## src/verilog/mapper_params.svh

```systemverilog
`ifndef MAPPER_PARAMS_SVH
`define MAPPER_PARAMS_SVH

// Memory side address width, 128 MB of main RAM space
`define MAPPER_ADDR_W       27

// CPU address width
`define MAPPER_CPU_ADDR_W   16

// Offset bits inside an 8 KB ROM page
`define MAPPER_ROM_OFS_W    13

// Offset bits inside a 4 KB SRAM page, mirrored over the 8 KB window
`define MAPPER_SRAM_OFS_W   12

// Bank register values after reset
// Windows 4000h, 6000h, 8000h and A000h map ROM pages 0 to 3
`define MAPPER_BANK_RST0    8'h00
`define MAPPER_BANK_RST1    8'h01
`define MAPPER_BANK_RST2    8'h02
`define MAPPER_BANK_RST3    8'h03

`endif
```

## src/verilog/mapper_pkg.sv

```systemverilog
`include "mapper_params.svh"

package mapper_pkg;

    // Mapper type from the cartridge configuration
    typedef enum logic [1:0] {
        MAPPER_NONE   = 2'd0,  // Slot empty, all outputs idle
        MAPPER_GM2    = 2'd1,  // GameMaster2 with battery SRAM
        MAPPER_ASCII8 = 2'd2   // ASCII8, four 8 KB ROM banks
    } mapper_typ_e;

    // CPU memory cycle as plain levels
    typedef struct packed {
        logic [`MAPPER_CPU_ADDR_W-1:0] addr;
        logic [7:0]                    data;  // Write data
        logic                          rd;
        logic                          wr;
        logic                          mreq;
    } cpu_req_t;

    // Slot configuration
    typedef struct packed {
        mapper_typ_e typ;
    } block_info_t;

    // SRAM view of a GameMaster2 bank word
    typedef struct packed {
        logic [1:0] unused_hi;
        logic       sram_page;  // Bit 5, picks one of two 4 KB SRAM pages
        logic       sram_en;    // Bit 4, bank maps SRAM instead of ROM
        logic [3:0] unused_lo;  // ROM page bits, not part of this view
    } bank_sram_t;

    // One bank register, read as a ROM page or as SRAM control
    typedef union packed {
        logic [7:0] rom;        // ASCII8 uses all 8 bits, GameMaster2 the low 4
        bank_sram_t sram;
    } bank_word_u;

    // Address decode result
    typedef struct packed {
        logic [1:0] window;        // 8 KB window, 4000h is window 0
        logic       in_window;     // Address in 4000h..BFFFh
        logic       reg_wr;        // Bank register write this cycle
        logic [1:0] reg_sel;       // Which bank register
        logic       sram_wr_area;  // BxxxH, the only SRAM write range
    } slot_dec_t;

    // Memory side request
    typedef struct packed {
        logic                      ram_cs;   // Cartridge ROM image in main RAM
        logic                      sram_cs;  // Battery backed SRAM
        logic                      rnw;      // High for read
        logic [`MAPPER_ADDR_W-1:0] addr;
    } mem_req_t;

endpackage

```

## src/verilog/mapper_slot.sv

```systemverilog
module mapper_slot (
    input  logic                    cpu_bus,
    input  logic                    rst_n,
    input  mapper_pkg::cpu_req_t    req,
    input  mapper_pkg::block_info_t block_info,
    output mapper_pkg::mem_req_t    out
);

    mapper_pkg::slot_dec_t  dec;   // Window and register decode
    mapper_pkg::bank_word_u bank;  // Bank of the addressed window

    // Address and strobe decode
    mapper_decode mapper_decode_inst (
        .req (req),
        .typ (block_info.typ),
        .dec (dec)
    );

    // Bank registers, the only clocked part
    mapper_bank_regs mapper_bank_regs_inst (
        .cpu_bus (cpu_bus),
        .rst_n   (rst_n),
        .typ     (block_info.typ),
        .dec     (dec),
        .data    (req.data),
        .bank    (bank)
    );

    // Memory address and chip selects
    mapper_addr_out mapper_addr_out_inst (
        .req  (req),
        .typ  (block_info.typ),
        .dec  (dec),
        .bank (bank),
        .out  (out)
    );

endmodule

```

## src/verilog/mapper_addr_out.sv

```systemverilog
`include "mapper_params.svh"

module mapper_addr_out (
    input  mapper_pkg::cpu_req_t    req,
    input  mapper_pkg::mapper_typ_e typ,
    input  mapper_pkg::slot_dec_t   dec,
    input  mapper_pkg::bank_word_u  bank,
    output mapper_pkg::mem_req_t    out
);

    // Zero fill above the page bits
    localparam int ROM_PAD_W  = `MAPPER_ADDR_W - 8 - `MAPPER_ROM_OFS_W;
    localparam int SRAM_PAD_W = `MAPPER_ADDR_W - 1 - `MAPPER_SRAM_OFS_W;

    logic                      is_gm2;
    logic                      mapper_en;
    logic                      sel;        // Slot owns this cycle
    logic                      sram_sel;   // Bank maps SRAM
    logic [7:0]                rom_page;
    logic [`MAPPER_ADDR_W-1:0] rom_addr;
    logic [`MAPPER_ADDR_W-1:0] sram_addr;

    assign is_gm2    = (typ == mapper_pkg::MAPPER_GM2);
    assign mapper_en = is_gm2 || (typ == mapper_pkg::MAPPER_ASCII8);
    assign sel       = req.mreq && dec.in_window && mapper_en;

    // Only GameMaster2 reads the SRAM view of the bank word
    assign sram_sel = sel && is_gm2 && bank.sram.sram_en;

    // GameMaster2 pages are 4 bits, ASCII8 uses the full byte
    assign rom_page = is_gm2 ? {4'b0000, bank.rom[3:0]} : bank.rom;

    assign rom_addr  = {{ROM_PAD_W{1'b0}}, rom_page,
                        req.addr[`MAPPER_ROM_OFS_W-1:0]};
    assign sram_addr = {{SRAM_PAD_W{1'b0}}, bank.sram.sram_page,
                        req.addr[`MAPPER_SRAM_OFS_W-1:0]};  // 4 KB mirrored twice

    always_comb begin
        out.sram_cs = sram_sel;
        out.ram_cs  = sel && req.rd && !sram_sel;  // ROM is read only

        // Write strobe to SRAM only inside BxxxH
        out.rnw = !(out.sram_cs && req.wr && dec.sram_wr_area);

        // Idle address whenever no chip is selected,
        // which also covers ROM windows seen on a write cycle
        if (out.sram_cs) begin
            out.addr = sram_addr;
        end else if (out.ram_cs) begin
            out.addr = rom_addr;
        end else begin
            out.addr = '1;
        end
    end

endmodule

```

## src/verilog/mapper_bank_regs.sv

```systemverilog
`include "mapper_params.svh"

module mapper_bank_regs (
    input  logic                    cpu_bus,
    input  logic                    rst_n,
    input  mapper_pkg::mapper_typ_e typ,
    input  mapper_pkg::slot_dec_t   dec,
    input  logic [7:0]              data,
    output mapper_pkg::bank_word_u  bank
);

    mapper_pkg::bank_word_u bank_q [4];  // One bank per 8 KB window

    logic       is_gm2;
    logic       wr_en;    // Qualified register write
    logic [7:0] wr_data;  // Write data after per-mapper masking

    assign is_gm2 = (typ == mapper_pkg::MAPPER_GM2);

    // GameMaster2 bank 0 is fixed, keep its register at the reset value
    assign wr_en = dec.reg_wr && !(is_gm2 && (dec.reg_sel == 2'd0));

    // GameMaster2 banks are 6 bits wide
    // Bits 3:0 ROM page, bit 4 SRAM enable, bit 5 SRAM page
    assign wr_data = is_gm2 ? {2'b00, data[5:0]} : data;

    always_ff @(posedge cpu_bus or negedge rst_n) begin
        if (!rst_n) begin
            bank_q[0].rom <= `MAPPER_BANK_RST0;
            bank_q[1].rom <= `MAPPER_BANK_RST1;
            bank_q[2].rom <= `MAPPER_BANK_RST2;
            bank_q[3].rom <= `MAPPER_BANK_RST3;
        end else if (wr_en) begin
            bank_q[dec.reg_sel].rom <= wr_data;  // Visible from the next cycle
        end
    end

    // Bank of the current window
    always_comb begin
        if (is_gm2 && (dec.window == 2'd0)) begin
            bank = '0;  // 4000h..5FFFh always ROM page 0
        end else begin
            bank = bank_q[dec.window];
        end
    end

endmodule

```

## src/verilog/mapper_decode.sv

```systemverilog
module mapper_decode (
    input  mapper_pkg::cpu_req_t    req,
    input  mapper_pkg::mapper_typ_e typ,
    output mapper_pkg::slot_dec_t   dec
);

    logic       is_gm2;     // GameMaster2 register map
    logic       is_ascii8;  // ASCII8 register map
    logic       wr_cyc;     // CPU memory write strobe
    logic [3:0] nib;        // Top address nibble, 4 KB steps

    assign is_gm2    = (typ == mapper_pkg::MAPPER_GM2);
    assign is_ascii8 = (typ == mapper_pkg::MAPPER_ASCII8);
    assign wr_cyc    = req.mreq && req.wr;
    assign nib       = req.addr[15:12];

    always_comb begin
        dec = '0;

        // Window index kept even with no mapper, it costs nothing
        // 4000h -> 0, 6000h -> 1, 8000h -> 2, A000h -> 3
        dec.window = req.addr[14:13] - 2'd2;

        if (is_gm2 || is_ascii8) begin
            // Bits 15 and 14 differ only inside 4000h..BFFFh
            dec.in_window = req.addr[15] ^ req.addr[14];
        end

        if (is_gm2) begin
            // Registers sit at the start of windows 1 to 3
            // Bank 0 is hardwired, so 4xxxh writes go nowhere
            case (nib)
                4'h6: begin
                    dec.reg_sel = 2'd1;
                    dec.reg_wr  = wr_cyc;
                end
                4'h8: begin
                    dec.reg_sel = 2'd2;
                    dec.reg_wr  = wr_cyc;
                end
                4'hA: begin
                    dec.reg_sel = 2'd3;
                    dec.reg_wr  = wr_cyc;
                end
                default: begin
                    dec.reg_sel = 2'd0;  // No register here
                    dec.reg_wr  = 1'b0;
                end
            endcase

            dec.sram_wr_area = (nib == 4'hB);  // SRAM writes only through BxxxH
        end

        if (is_ascii8) begin
            // 6000h..7FFFh split in four 2 KB register ranges
            if (req.addr[15:13] == 3'b011) begin
                dec.reg_sel = req.addr[12:11];  // 6000h, 6800h, 7000h, 7800h
                dec.reg_wr  = wr_cyc;
            end
        end
    end

endmodule

```

## config.mk

```make
export PLATFORM = sky130hd
export DESIGN_NAME = mapper_slot
export DESIGN_NICKNAME = d
export VERILOG_FILES = /design/src/verilog/mapper_pkg.sv /design/src/verilog/mapper_slot.sv /design/src/verilog/mapper_addr_out.sv /design/src/verilog/mapper_bank_regs.sv /design/src/verilog/mapper_decode.sv
export VERILOG_INCLUDE_DIRS = /design/src /design/src/verilog
export SDC_FILE = /design/constraint.sdc
export NUM_CORES = 1
export LEC_CHECK = 0
export BUFFER_PORTS_ARGS = -buffer_cell sky130_fd_sc_hd__buf_2
export CAP_MARGIN = 30
export CORE_MARGIN = 2
export CORE_UTILIZATION = 55
export DETAILED_ROUTE_END_ITERATION = 10
export PLACE_DENSITY_LB_ADDON = 0.12
export SYNTH_ARGS = -nofsm -noshare
export SYNTH_HDL_FRONTEND = slang
export SYNTH_SLANG_ARGS = --single-unit
```

## constraint.sdc

```tcl
create_clock -name cpu_bus -period 4.5 [get_ports cpu_bus]
set_input_delay 0.45 -clock cpu_bus [delete_from_list [all_inputs] [get_ports cpu_bus]]
set_output_delay 0.45 -clock cpu_bus [all_outputs]
set_load 0.02 [all_outputs]
```

==> results of run 1 <==
routing by layer:
metal	vias up	track usage, %	wire length [microns]
met5	-	0	0
met4	0	9.72	114
met3	11	5.77	206
met2	50	36.8	2020
met1	689	29.1	1810
li1	674	-	-
cells by family after synthesis:
family,synth area share (%)
muxes,27.4
and+or+nand+nor,11.7
DFF,42.3
buffers and inverters,7.16
AOI/OAI and AO/OA,8.15
adders and majority gates,3.29
layout make-up:
cell class	count	area share [%]
clock buffer	7	2.47
clock inverter	1	0.337
inverter	10	1.69
multi-input combinational	105	43.2
sequential	32	36.2
tap	46	2.59
timing repair buffer	60	13.5
worst max-delay path, cell delays in order:
cell	delay [ns]
buf_2	0.16
inv_1	0.30
ha_1	0.30
nor3b_1	0.41
o21a_1	0.52
inv_1	0.18
buf_2	0.21
worst max-delay path by stage:
stage	from	to	slack [ns]	cells after the start
floorplan	req[25]	out[22]	1.69	8
global placement	req[25]	out[21]	1.67	7
detailed placement	req[25]	out[26]	1.53	7
CTS	req[25]	out[26]	1.52	7
global route	req[25]	out[26]	1.31	7
finish	req[25]	out[26]	1.51	7
power groups by stage:
stage / clock [uW] / combinational, uW / sequential, uW
CTS: 179 / 116 / 331
detailed placement: 0 / 116 / 337
global route: 190 / 126 / 335
finish: 174 / 114 / 331
global placement: 0 / 111 / 335
floorplan: 0 / 80.5 / 331
cell usage in the layout (no fill, tap or decap), types with 3 or more instances in the layout:
master / netlist / final
o21a_1: 6 / 6
nor2b_1: 3 / 3
o21ai_0: 3 / 3
clkbuf_4: 0 / 5
a21oi_1: 5 / 5
a221oi_1: 5 / 5
inv_1: 10 / 10
dfrtp_1: 28 / 28
nand2b_1: 12 / 12
mux2_4: 8 / 8
nand2_1: 7 / 7
mux2_2: 24 / 24
mux2i_1: 6 / 6
dfstp_2: 4 / 4
ha_1: 5 / 5
buf_2: 1 / 60
through the flow:
step	hold slack [ns]	cells	power (uW)
floorplan	0.154	161	412
finish	0.135	261	619
global route	0.188	261	651
global placement	0.484	253	446
detailed placement	0.494	253	452
CTS	0.152	261	626
==> flow_results.xml, run 1 <==
<?xml version="1.0" encoding="UTF-8"?>
<metrics>
  <group name="setup_path">
    <metric name="r2r_cells" unit="">1</metric>
    <metric name="r2r_start" unit="">mapper_bank_regs_inst.bank_q[31]</metric>
    <metric name="crit-reg2reg-capture" unit="">mapper_bank_regs_inst.bank_q[31]</metric>
    <metric name="startpoint_type" unit="">primary input</metric>
    <metric name="criticalPathCategory" unit="">in -&gt; out</metric>
    <metric name="path_max_fanout" unit="">16</metric>
    <metric name="critical_path_capture_point_type" unit="">output pin</metric>
    <metric name="worstPathArrival" unit="ns">2.54</metric>
    <metric name="crit_required" unit="ns">4.05</metric>
    <metric name="rrSetupSlack" unit="ns">3.71</metric>
  </group>
  <group name="pwr">
    <metric name="power_density_over_the_cells" unit="nW/um^2">278</metric>
    <metric name="switching_power" unit="uW">169</metric>
    <metric name="p_int" unit="uW">451</metric>
    <metric name="vdd.ir_drop.worst" unit="mV">0.208</metric>
    <metric name="power.share.combinational" unit="%">18.5</metric>
    <metric name="switching_share" unit="%">27.2</metric>
    <metric name="share_clk_of_total_power" unit="%">28.1</metric>
    <metric name="power.leakage" unit="uW">0.00108</metric>
    <metric name="part_of_the_total_power_dissipated_in_sequential_elements" unit="%">53.5</metric>
  </group>
  <group name="drt">
    <metric name="route.detailed.wl_per_inst" unit="microns">15.9</metric>
    <metric name="via_count" unit="">1424</metric>
    <metric name="drt.antenna.violating_nets" unit="">0</metric>
    <metric name="drt_pass1_iterations" unit="">4</metric>
    <metric name="post_drt_via_cell_ratio" unit="">5.46</metric>
    <metric name="wirelength" unit="mm">4.15</metric>
    <metric name="drc_violation_count_after_routing" unit="">0</metric>
    <metric name="initialDrtViolationCount" unit="">85</metric>
  </group>
  <group name="floorplanning">
    <metric name="die_w" unit="microns">62.8</metric>
    <metric name="die_h" unit="microns">62.8</metric>
    <metric name="die_area" unit="sq um">3950</metric>
    <metric name="core_area" unit="sq um">3340</metric>
    <metric name="ios" unit="">61</metric>
    <metric name="start_util" unit="%">57.1</metric>
    <metric name="placement_rows" unit="">21</metric>
  </group>
  <group name="clock_tree">
    <metric name="cts_tree" unit="">done</metric>
    <metric name="cts_repair_resized_insts" unit="">0</metric>
    <metric name="post_cts_hold_buffer_count" unit="">0</metric>
    <metric name="cts_htree_levels" unit="">2</metric>
    <metric name="cts_buffers" unit="">5</metric>
    <metric name="clock_pin_slew_on_the_worst_setup_and_hold_paths" unit="ns">0.11</metric>
    <metric name="clock_latency" unit="ns">0.32</metric>
    <metric name="clock_sink_count" unit="">32</metric>
    <metric name="cts-root-buf" unit="">clkbuf_4</metric>
    <metric name="cts_setup_buffers" unit="">0</metric>
    <metric name="clock_path_buffers" unit="">2</metric>
  </group>
  <group name="timing">
    <metric name="timing.fmax" unit="MHz">335</metric>
    <metric name="fin_worst_skew" unit="ns">0</metric>
    <metric name="final.setup.worst_slack" unit="ns">1.51</metric>
    <metric name="maxSlewViolCount" unit="">0</metric>
    <metric name="setup_total_negative_slack" unit="ns">0</metric>
    <metric name="max_slew_margin" unit="%">54.1</metric>
    <metric name="min_period" unit="ns">2.99</metric>
    <metric name="fraction_of_the_cycle_the_final_worst_path_needs" unit="%">66.4</metric>
    <metric name="hold_viol_final" unit="">0</metric>
    <metric name="setup_viol_count_final" unit="">0</metric>
    <metric name="unrepaired_setup_endpoints_after_global_routing" unit="">no</metric>
    <metric name="transition_at_the_pin_with_the_smallest_max_transition_slack" unit="ns">0.689</metric>
  </group>
  <group name="synth">
    <metric name="main_synth_ff_type" unit="">dfrtp_1</metric>
    <metric name="synth-warning-count" unit="">0</metric>
    <metric name="synth-seq-cells" unit="">32</metric>
    <metric name="netlist.area_leader.share" unit="%">36.8</metric>
    <metric name="syn_inst" unit="">161</metric>
    <metric name="list_of_most_frequent_post_synthesis_cells" unit="">28 x dfrtp_1, 24 x mux2_2, 12 x nand2b_1, 10 x inv_1, 8 x mux2_4</metric>
    <metric name="asyncSetResetFlopFracSynth" unit="%">100</metric>
    <metric name="yosysSeqAreaShare" unit="%">42.3</metric>
    <metric name="synth_edf_count" unit="">0</metric>
    <metric name="synthDistinctLibCells" unit="">34</metric>
    <metric name="synth_most_common_cell" unit="">dfrtp_1</metric>
    <metric name="synth.top_cells.by_area" unit="">dfrtp_1 37%, mux2_2 14%, mux2_4 6.3%</metric>
    <metric name="syn-mean-instance-area" unit="sq um">11.8</metric>
    <metric name="postSynthNetCount" unit="">197</metric>
    <metric name="netlist_area" unit="sq um">1900</metric>
    <metric name="yosysTopAreaCell" unit="">dfrtp_1</metric>
  </group>
  <group name="cells_and_area">
    <metric name="flip_flop_count_of_the_largest_register_after_layout" unit="">32</metric>
    <metric name="finalInstanceArea" unit="sq um">2230</metric>
    <metric name="top_regs" unit="">mapper_bank_regs_inst.bank_q x32</metric>
    <metric name="layout-drive-gt1-share" unit="%">49.8</metric>
    <metric name="area_delta_synth_final" unit="%">16.9</metric>
    <metric name="ant_diodes" unit="">0</metric>
    <metric name="multi_input_comb_area" unit="sq um">962</metric>
    <metric name="largest-register" unit="">mapper_bank_regs_inst.bank_q</metric>
    <metric name="fillerInstances" unit="">288</metric>
    <metric name="nets" unit="">250</metric>
    <metric name="utilization" unit="%">66.7</metric>
    <metric name="seqCellArea" unit="sq um">806</metric>
  </group>
  <group name="grt">
    <metric name="grtUsageTotal" unit="%">22.8</metric>
    <metric name="grt_start_max_net_pins" unit="">33</metric>
    <metric name="grt_pass1_vias" unit="">1405</metric>
    <metric name="grt_antenna_before_repair" unit="">0</metric>
    <metric name="globalRouteOverflowTotal" unit="">0</metric>
    <metric name="grt_first_pass_wirelength" unit="mm">6.84</metric>
  </group>
  <group name="placed_design">
    <metric name="dp_hpwl" unit="mm">3.11</metric>
    <metric name="dp_worst_setup_slack" unit="ns">1.53</metric>
    <metric name="place.port_buffers" unit="">60</metric>
    <metric name="placement.cell_area" unit="sq um">2160</metric>
    <metric name="routabilityCongestion" unit="">0.872</metric>
  </group>
  <group name="outcome">
    <metric name="outcome" unit="">finished clean</metric>
  </group>
  <group name="flow_run">
    <metric name="cap_violations" unit="">0</metric>
  </group>
  <group name="hold_path">
    <metric name="hp-class" unit="">in -&gt; async</metric>
  </group>
</metrics>
Note: power is estimated with default switching activity, not from simulation.
==> inputs of run 2 (changes only) <==
- CORE_UTILIZATION: 55 -> 51
- clock period: 4.5 -> 3.07 ns (I/O delays scaled with it)
==> run 2 against run 1 <==
Against the previous run: first-iteration DRC count shrank 18%; global-route usage shrank 0.42 points; cell area grew 0.90%; sequential power grew 47%; combinational power grew 47%; clock skew is the same; critical path depth is the same; power grew 55%; critical endpoint is now out[24]; largest cell class unchanged.
==> flow_results.xml, run 2 (synthesis results as in run 1) <==
<?xml version="1.0" encoding="UTF-8"?>
<metrics>
  <group name="clock_tree">
    <metric name="clock_latency" unit="ns">0.28</metric>
    <metric name="cts_repair_resized_insts" unit="">0</metric>
    <metric name="cts_buffers" unit="">5</metric>
    <metric name="clock_pin_slew_on_the_worst_setup_and_hold_paths" unit="ns">0.06</metric>
    <metric name="clock_path_buffers" unit="">2</metric>
    <metric name="cts-root-buf" unit="">clkbuf_8</metric>
    <metric name="cts_htree_levels" unit="">2</metric>
    <metric name="cts_setup_buffers" unit="">0</metric>
    <metric name="cts_tree" unit="">done</metric>
    <metric name="clock_sink_count" unit="">32</metric>
    <metric name="post_cts_hold_buffer_count" unit="">0</metric>
  </group>
  <group name="timing">
    <metric name="min_period" unit="ns">2.68</metric>
    <metric name="setup_total_negative_slack" unit="ns">0</metric>
    <metric name="timing.fmax" unit="MHz">373</metric>
    <metric name="unrepaired_setup_endpoints_after_global_routing" unit="">no</metric>
    <metric name="transition_at_the_pin_with_the_smallest_max_transition_slack" unit="ns">0.698</metric>
    <metric name="fin_worst_skew" unit="ns">0</metric>
    <metric name="hold_viol_final" unit="">0</metric>
    <metric name="fraction_of_the_cycle_the_final_worst_path_needs" unit="%">87.3</metric>
    <metric name="setup_viol_count_final" unit="">0</metric>
    <metric name="final.setup.worst_slack" unit="ns">0.390</metric>
    <metric name="maxSlewViolCount" unit="">0</metric>
    <metric name="max_slew_margin" unit="%">53.5</metric>
    <metric name="timing.hold.ws" unit="ns">0.0661</metric>
  </group>
  <group name="setup_path">
    <metric name="cpMaxStageDelayCell" unit="">o21a_1</metric>
    <metric name="crit-reg2reg-capture" unit="">mapper_bank_regs_inst.bank_q[7]</metric>
    <metric name="critPathMaxStageDelay" unit="ns">0.51</metric>
    <metric name="crit_required" unit="ns">2.76</metric>
    <metric name="r2r_cells" unit="">1</metric>
    <metric name="r2r_start" unit="">mapper_bank_regs_inst.bank_q[7]</metric>
    <metric name="worstPathArrival" unit="ns">2.37</metric>
    <metric name="criticalPathCategory" unit="">in -&gt; out</metric>
    <metric name="startpoint_type" unit="">primary input</metric>
    <metric name="rrSetupSlack" unit="ns">2.29</metric>
    <metric name="cp_num_buf_inv" unit="">4</metric>
    <metric name="path_max_fanout" unit="">16</metric>
    <metric name="timing.critical_path.max_delay_family" unit="">buffers and inverters</metric>
    <metric name="critical_path.cell_chain" unit="">buf_2 -&gt; inv_1 -&gt; ha_1 -&gt; nor3b_1 -&gt; o21a_1 -&gt; inv_1 -&gt; buf_2</metric>
    <metric name="critical_path_capture_point_type" unit="">output pin</metric>
  </group>
  <group name="pwr">
    <metric name="p_int" unit="uW">710</metric>
    <metric name="power.share.combinational" unit="%">17.5</metric>
    <metric name="part_of_the_total_power_dissipated_in_sequential_elements" unit="%">50.6</metric>
    <metric name="vdd.ir_drop.worst" unit="mV">0.257</metric>
    <metric name="switching_share" unit="%">26.2</metric>
    <metric name="switching_power" unit="uW">252</metric>
    <metric name="power.leakage" unit="uW">0.00109</metric>
    <metric name="power_density_over_the_cells" unit="nW/um^2">428</metric>
    <metric name="share_clk_of_total_power" unit="%">31.9</metric>
  </group>
  <group name="cells_and_area">
    <metric name="area_delta_synth_final" unit="%">17.9</metric>
    <metric name="seqCellArea" unit="sq um">806</metric>
    <metric name="top_regs" unit="">mapper_bank_regs_inst.bank_q x32</metric>
    <metric name="ant_diodes" unit="">0</metric>
    <metric name="layout-drive-gt1-share" unit="%">48.8</metric>
    <metric name="fillerInstances" unit="">323</metric>
    <metric name="utilization" unit="%">61.8</metric>
    <metric name="largest-register" unit="">mapper_bank_regs_inst.bank_q</metric>
    <metric name="nets" unit="">250</metric>
    <metric name="multi_input_comb_area" unit="sq um">962</metric>
    <metric name="layout_commonest_cell" unit="">buf_2</metric>
    <metric name="flip_flop_count_of_the_largest_register_after_layout" unit="">32</metric>
    <metric name="most_frequent_cells_in_the_layout" unit="">60 x buf_2, 28 x dfrtp_1, 24 x mux2_2</metric>
  </group>
  <group name="grt">
    <metric name="globalRouteOverflowTotal" unit="">0</metric>
    <metric name="grt_first_pass_wirelength" unit="mm">7.03</metric>
    <metric name="grt_pass1_vias" unit="">1420</metric>
    <metric name="grt_antenna_before_repair" unit="">0</metric>
    <metric name="grt_start_max_net_pins" unit="">33</metric>
    <metric name="grtUsageTotal" unit="%">22.4</metric>
  </group>
  <group name="outcome">
    <metric name="outcome" unit="">finished clean</metric>
  </group>
  <group name="hold_path">
    <metric name="hp-class" unit="">in -&gt; async</metric>
  </group>
  <group name="floorplanning">
    <metric name="start_util" unit="%">52.4</metric>
    <metric name="core_area" unit="sq um">3630</metric>
    <metric name="placement_rows" unit="">22</metric>
    <metric name="ios" unit="">61</metric>
    <metric name="die_h" unit="microns">65.1</metric>
    <metric name="die_area" unit="sq um">4240</metric>
    <metric name="die_w" unit="microns">65.1</metric>
  </group>
  <group name="drt">
    <metric name="initialDrtViolationCount" unit="">70</metric>
    <metric name="post_drt_via_cell_ratio" unit="">5.39</metric>
    <metric name="drt_pass1_iterations" unit="">4</metric>
    <metric name="route.detailed.wl_per_inst" unit="microns">16.3</metric>
    <metric name="drc_violation_count_after_routing" unit="">0</metric>
    <metric name="wirelength" unit="mm">4.29</metric>
    <metric name="via_count" unit="">1418</metric>
    <metric name="drt.antenna.violating_nets" unit="">0</metric>
  </group>
  <group name="placed_design">
    <metric name="dp_worst_setup_slack" unit="ns">0.392</metric>
    <metric name="routabilityCongestion" unit="">0.799</metric>
    <metric name="dp_hpwl" unit="mm">3.08</metric>
    <metric name="place.port_buffers" unit="">60</metric>
  </group>
  <group name="flow_run">
    <metric name="cap_violations" unit="">0</metric>
  </group>
</metrics>
[run 2: power by group through the flow]
stage | sequential [uW] | clock, uW | combinational (uW)
floorplan | 486 | 0 | 118
global placement | 491 | 0 | 164
detailed placement | 494 | 0 | 170
CTS | 486 | 318 | 171
global route | 491 | 333 | 186
finish | 487 | 307 | 168
[run 2: cell type report]
| cell class | count | share of cell area (%) |
|---|---|---|
| multi-input combinational | 105 | 42.8 |
| sequential | 32 | 35.9 |
| timing repair buffer | 60 | 13.4 |
| clock buffer | 8 | 3.57 |
| tap | 48 | 2.67 |
| inverter | 10 | 1.67 |
[run 2: how the worst max path moves through the flow]
stage / slack (ns) / start / to / cells after the start
2_1_floorplan: 0.55 / req[25] / out[22] / 8
3_3_place_gp: 0.54 / req[25] / out[22] / 7
3_5_place_dp: 0.39 / req[25] / out[24] / 7
4_1_cts: 0.37 / req[25] / out[24] / 7
5_1_grt: 0.14 / req[25] / out[24] / 7
6_report: 0.39 / req[25] / out[24] / 7
[run 2: per-layer routing]
layer  vias up  wire (microns)  GRT usage (%)
met5         -               0              0
li1        674               -              -
met2        59            1990           35.6
met3         7             373           6.34
met4         0              55           8.85
met1       678            1860           29.1
[run 2: metrics by stage]
step,instance area [sq um],total power (uW),cells
final,2250,962,263
after global routing,2250,1010,263
after CTS,2250,976,263
after detailed placement,2170,664,255
after global placement,2170,655,255
after floorplan,1900,604,161
==> inputs of run 3 (changes only) <==
--- a/config.mk
+++ b/config.mk
@@ -7,4 +7,5 @@
 export NUM_CORES = 1
 export LEC_CHECK = 0
+export ABC_CLOCK_PERIOD_IN_PS = 3070
 export BUFFER_PORTS_ARGS = -buffer_cell sky130_fd_sc_hd__buf_2
 export CAP_MARGIN = 30
@@ -15,3 +16,4 @@
 export SYNTH_ARGS = -nofsm -noshare
 export SYNTH_HDL_FRONTEND = slang
+export SYNTH_HIERARCHICAL = 1
 export SYNTH_SLANG_ARGS = --single-unit
==> constraint.sdc (replaced) <==
create_clock -name cpu_bus -period 3.07 [get_ports cpu_bus]
set_input_delay 0.307 -clock cpu_bus [delete_from_list [all_inputs] [get_ports cpu_bus]]
set_output_delay 0.307 -clock cpu_bus [all_outputs]
set_load 0.005 [all_outputs]
==> run 3 against run 2 <==
Against the previous run: register-to-register slack hardly changed; critical path depth stayed put; die area is 1.4% higher; hold slack worse by 0.0031 ns; power is 4.1% lower; synthesized area is 1.5% higher; synthesized cell count is 6.2% higher; routed wire length is 2.2% lower; first-iteration DRC count stayed put; worst setup slack better by 0.30 ns; core utilization is 1.5 points higher; final cell count is 6.1% higher; critical path type unchanged; largest cell class unchanged; highest routed layer unchanged.
==> flow_results.xml, run 3 <==
<?xml version="1.0" encoding="UTF-8"?>
<metrics>
  <group name="outcome">
    <metric name="outcome" unit="">finished clean</metric>
  </group>
  <group name="setup_path">
    <metric name="worstPathArrival" unit="ns">2.07</metric>
    <metric name="crit_required" unit="ns">2.76</metric>
    <metric name="crit-reg2reg-capture" unit="">mapper_bank_regs_inst/bank_q[30]</metric>
    <metric name="critical_path_capture_point_type" unit="">output pin</metric>
    <metric name="startpoint_type" unit="">primary input</metric>
    <metric name="r2r_start" unit="">mapper_bank_regs_inst/bank_q[30]</metric>
    <metric name="criticalPathCategory" unit="">in -&gt; out</metric>
    <metric name="path_max_fanout" unit="">13</metric>
    <metric name="r2r_cells" unit="">1</metric>
    <metric name="rrSetupSlack" unit="ns">2.30</metric>
  </group>
  <group name="synth">
    <metric name="yosysSeqAreaShare" unit="%">41.7</metric>
    <metric name="list_of_most_frequent_post_synthesis_cells" unit="">28 x dfrtp_1, 27 x mux2_2, 17 x nand2b_1, 16 x nand2_1, 13 x nor2_1</metric>
    <metric name="asyncSetResetFlopFracSynth" unit="%">100</metric>
    <metric name="synth_compound_area_share" unit="%">4.53</metric>
    <metric name="syn-mean-instance-area" unit="sq um">11.3</metric>
    <metric name="synth_top_family_by_area" unit="">multiplexers</metric>
    <metric name="synth.top_cells.by_area" unit="">dfrtp_1 36%, mux2_2 16%, mux4_2 8.2%</metric>
    <metric name="synthDistinctLibCells" unit="">31</metric>
    <metric name="synth-warning-count" unit="">6</metric>
    <metric name="synth_most_common_cell" unit="">dfrtp_1</metric>
    <metric name="synth_edf_count" unit="">0</metric>
    <metric name="postSynthNetCount" unit="">207</metric>
    <metric name="post_synth_xor_area_fraction" unit="%">0</metric>
    <metric name="synth-seq-cells" unit="">32</metric>
    <metric name="netlist_area" unit="sq um">1930</metric>
    <metric name="synth_simple_gate_area_share" unit="%">19.4</metric>
    <metric name="post_synth_fa_ha_maj_area_fraction" unit="%">3.24</metric>
    <metric name="yosysTopAreaCell" unit="">dfrtp_1</metric>
    <metric name="main_synth_ff_type" unit="">dfrtp_1</metric>
    <metric name="netlist.area_leader.share" unit="%">36.2</metric>
    <metric name="syn_inst" unit="">171</metric>
    <metric name="synthMuxAreaShare" unit="%">25.2</metric>
  </group>
  <group name="timing">
    <metric name="final.setup.worst_slack" unit="ns">0.693</metric>
    <metric name="setup_viol_count_final" unit="">0</metric>
    <metric name="unrepaired_setup_endpoints_after_global_routing" unit="">no</metric>
    <metric name="max_slew_margin" unit="%">55.0</metric>
    <metric name="hold_viol_final" unit="">0</metric>
    <metric name="setup_total_negative_slack" unit="ns">0</metric>
    <metric name="transition_at_the_pin_with_the_smallest_max_transition_slack" unit="ns">0.675</metric>
    <metric name="min_period" unit="ns">2.38</metric>
    <metric name="fraction_of_the_cycle_the_final_worst_path_needs" unit="%">77.4</metric>
    <metric name="timing.fmax" unit="MHz">421</metric>
    <metric name="fin_worst_skew" unit="ns">0</metric>
    <metric name="maxSlewViolCount" unit="">0</metric>
  </group>
  <group name="drt">
    <metric name="wirelength" unit="mm">4.19</metric>
    <metric name="post_drt_via_cell_ratio" unit="">5.23</metric>
    <metric name="initialDrtViolationCount" unit="">70</metric>
    <metric name="drc_violation_count_after_routing" unit="">0</metric>
    <metric name="via_count" unit="">1459</metric>
    <metric name="route.detailed.wl_per_inst" unit="microns">15.0</metric>
    <metric name="drt.antenna.violating_nets" unit="">0</metric>
    <metric name="drt_pass1_iterations" unit="">4</metric>
  </group>
  <group name="cells_and_area">
    <metric name="layout-drive-gt1-share" unit="%">49.8</metric>
    <metric name="layout_commonest_cell" unit="">buf_2</metric>
    <metric name="area_delta_synth_final" unit="%">19.9</metric>
    <metric name="fillerInstances" unit="">301</metric>
    <metric name="utilization" unit="%">63.3</metric>
    <metric name="ant_diodes" unit="">0</metric>
    <metric name="flip_flop_count_of_the_largest_register_after_layout" unit="">32</metric>
    <metric name="nets" unit="">266</metric>
    <metric name="most_frequent_cells_in_the_layout" unit="">60 x buf_2, 28 x dfrtp_1, 27 x mux2_2</metric>
    <metric name="finalInstanceArea" unit="sq um">2320</metric>
    <metric name="largest-register" unit="">mapper_bank_regs_inst/bank_q</metric>
    <metric name="top_regs" unit="">mapper_bank_regs_inst/bank_q x32</metric>
  </group>
  <group name="grt">
    <metric name="grt_start_max_net_pins" unit="">33</metric>
    <metric name="grt_pass1_vias" unit="">1401</metric>
    <metric name="met2_usage" unit="%">38.4</metric>
    <metric name="grt_first_pass_wirelength" unit="mm">6.81</metric>
    <metric name="grt_busiest_layer" unit="">met2</metric>
    <metric name="globalRouteOverflowTotal" unit="">0</metric>
    <metric name="groute.layer.met3.usage" unit="%">4.79</metric>
    <metric name="grtUsageTotal" unit="%">21.7</metric>
    <metric name="gr-usage-met1" unit="%">26.2</metric>
    <metric name="grt_antenna_before_repair" unit="">0</metric>
  </group>
  <group name="hold_path">
    <metric name="hp-class" unit="">in -&gt; async</metric>
  </group>
  <group name="floorplanning">
    <metric name="core_area" unit="sq um">3660</metric>
    <metric name="start_util" unit="%">52.8</metric>
    <metric name="die_w" unit="microns">65.6</metric>
    <metric name="die_area" unit="sq um">4300</metric>
    <metric name="die_h" unit="microns">65.6</metric>
    <metric name="placement_rows" unit="">22</metric>
    <metric name="ios" unit="">61</metric>
  </group>
  <group name="pwr">
    <metric name="vdd.ir_drop.worst" unit="mV">0.304</metric>
    <metric name="power_density_over_the_cells" unit="nW/um^2">398</metric>
    <metric name="power.leakage" unit="uW">0.00112</metric>
  </group>
  <group name="clock_tree">
    <metric name="clock_path_buffers" unit="">2</metric>
    <metric name="cts_buffers" unit="">5</metric>
    <metric name="clock_latency" unit="ns">0.27</metric>
    <metric name="cts_tree" unit="">done</metric>
    <metric name="clock_sink_count" unit="">32</metric>
    <metric name="cts_repair_resized_insts" unit="">0</metric>
    <metric name="cts_htree_levels" unit="">2</metric>
    <metric name="cts_setup_buffers" unit="">0</metric>
    <metric name="cts-root-buf" unit="">clkbuf_8</metric>
    <metric name="post_cts_hold_buffer_count" unit="">0</metric>
    <metric name="clock_pin_slew_on_the_worst_setup_and_hold_paths" unit="ns">0.06</metric>
  </group>
  <group name="placed_design">
    <metric name="routabilityCongestion" unit="">0.859</metric>
    <metric name="dp_worst_setup_slack" unit="ns">0.649</metric>
    <metric name="placement.cell_area" unit="sq um">2230</metric>
    <metric name="place.port_buffers" unit="">60</metric>
    <metric name="dp_hpwl" unit="mm">3.35</metric>
  </group>
  <group name="flow_run">
    <metric name="cap_violations" unit="">0</metric>
  </group>
</metrics>
run 3: routing by layer:
| metal | vias up | routed length (microns) |
|---|---|---|
| met5 | - | 0 |
| met4 | 0 | 58 |
| met3 | 7 | 264 |
| met2 | 60 | 2130 |
| met1 | 687 | 1740 |
| li1 | 705 | - |
run 3: layout make-up:
type	instances	area [sq um]	share of cell area, %
timing repair buffer	62	315	13.6
inverter	9	33.8	1.46
sequential	32	806	34.8
multi-input combinational	120	1010	43.7
clock buffer	8	90.1	3.89
tap	48	60.1	2.59
run 3: worst max path at each step:
stage,startpoint,to,slack [ns],cells past startpoint
after detailed placement,req[24],mapper_bank_regs_inst/bank_q[30],0.65,7
after global routing,req[24],out[18],0.55,7
after global placement,req[24],mapper_bank_regs_inst/bank_q[31],0.71,7
after CTS,req[24],out[18],0.68,7
after floorplan,req[24],out[22],1.04,9
final,req[24],out[18],0.69,7
run 3: cells by family (layout without fill, tap and decap cells):
family | count (synthesis) | in the layout
AO/OA/AOI/OAI | 15 | 15
adder cells (fa/ha/maj) | 5 | 5
flip-flops | 32 | 32
multiplexers | 35 | 35
AND/OR/NAND/NOR | 65 | 65
buffers and inverters | 19 | 79
run 3: worst max-delay path, cell delays in order:
cell      delay [ns]
buf_2           0.32
mux4_2          0.54
and2b_1         0.20
nand4_1         0.14
clkinv_1        0.22
a21oi_1         0.19
buf_2           0.14
run 3: where the power goes:
part / internal, uW / total (uW) / switching [uW]
Combinational: 75.9 / 140 / 64.4
Sequential: 451 / 464 / 13.6
Clock: 182 / 317 / 135
Total: 709 / 922 / 213
run 3: stage by stage:
| step | hold slack (ns) | instances | total power, uW |
|---|---|---|---|
| floorplan | 0.0114 | 171 | 556 |
| global placement | 0.370 | 271 | 607 |
| detailed placement | 0.386 | 271 | 613 |
| CTS | 0.0821 | 279 | 938 |
| global route | 0.122 | 279 | 981 |
| finish | 0.0630 | 279 | 922 |
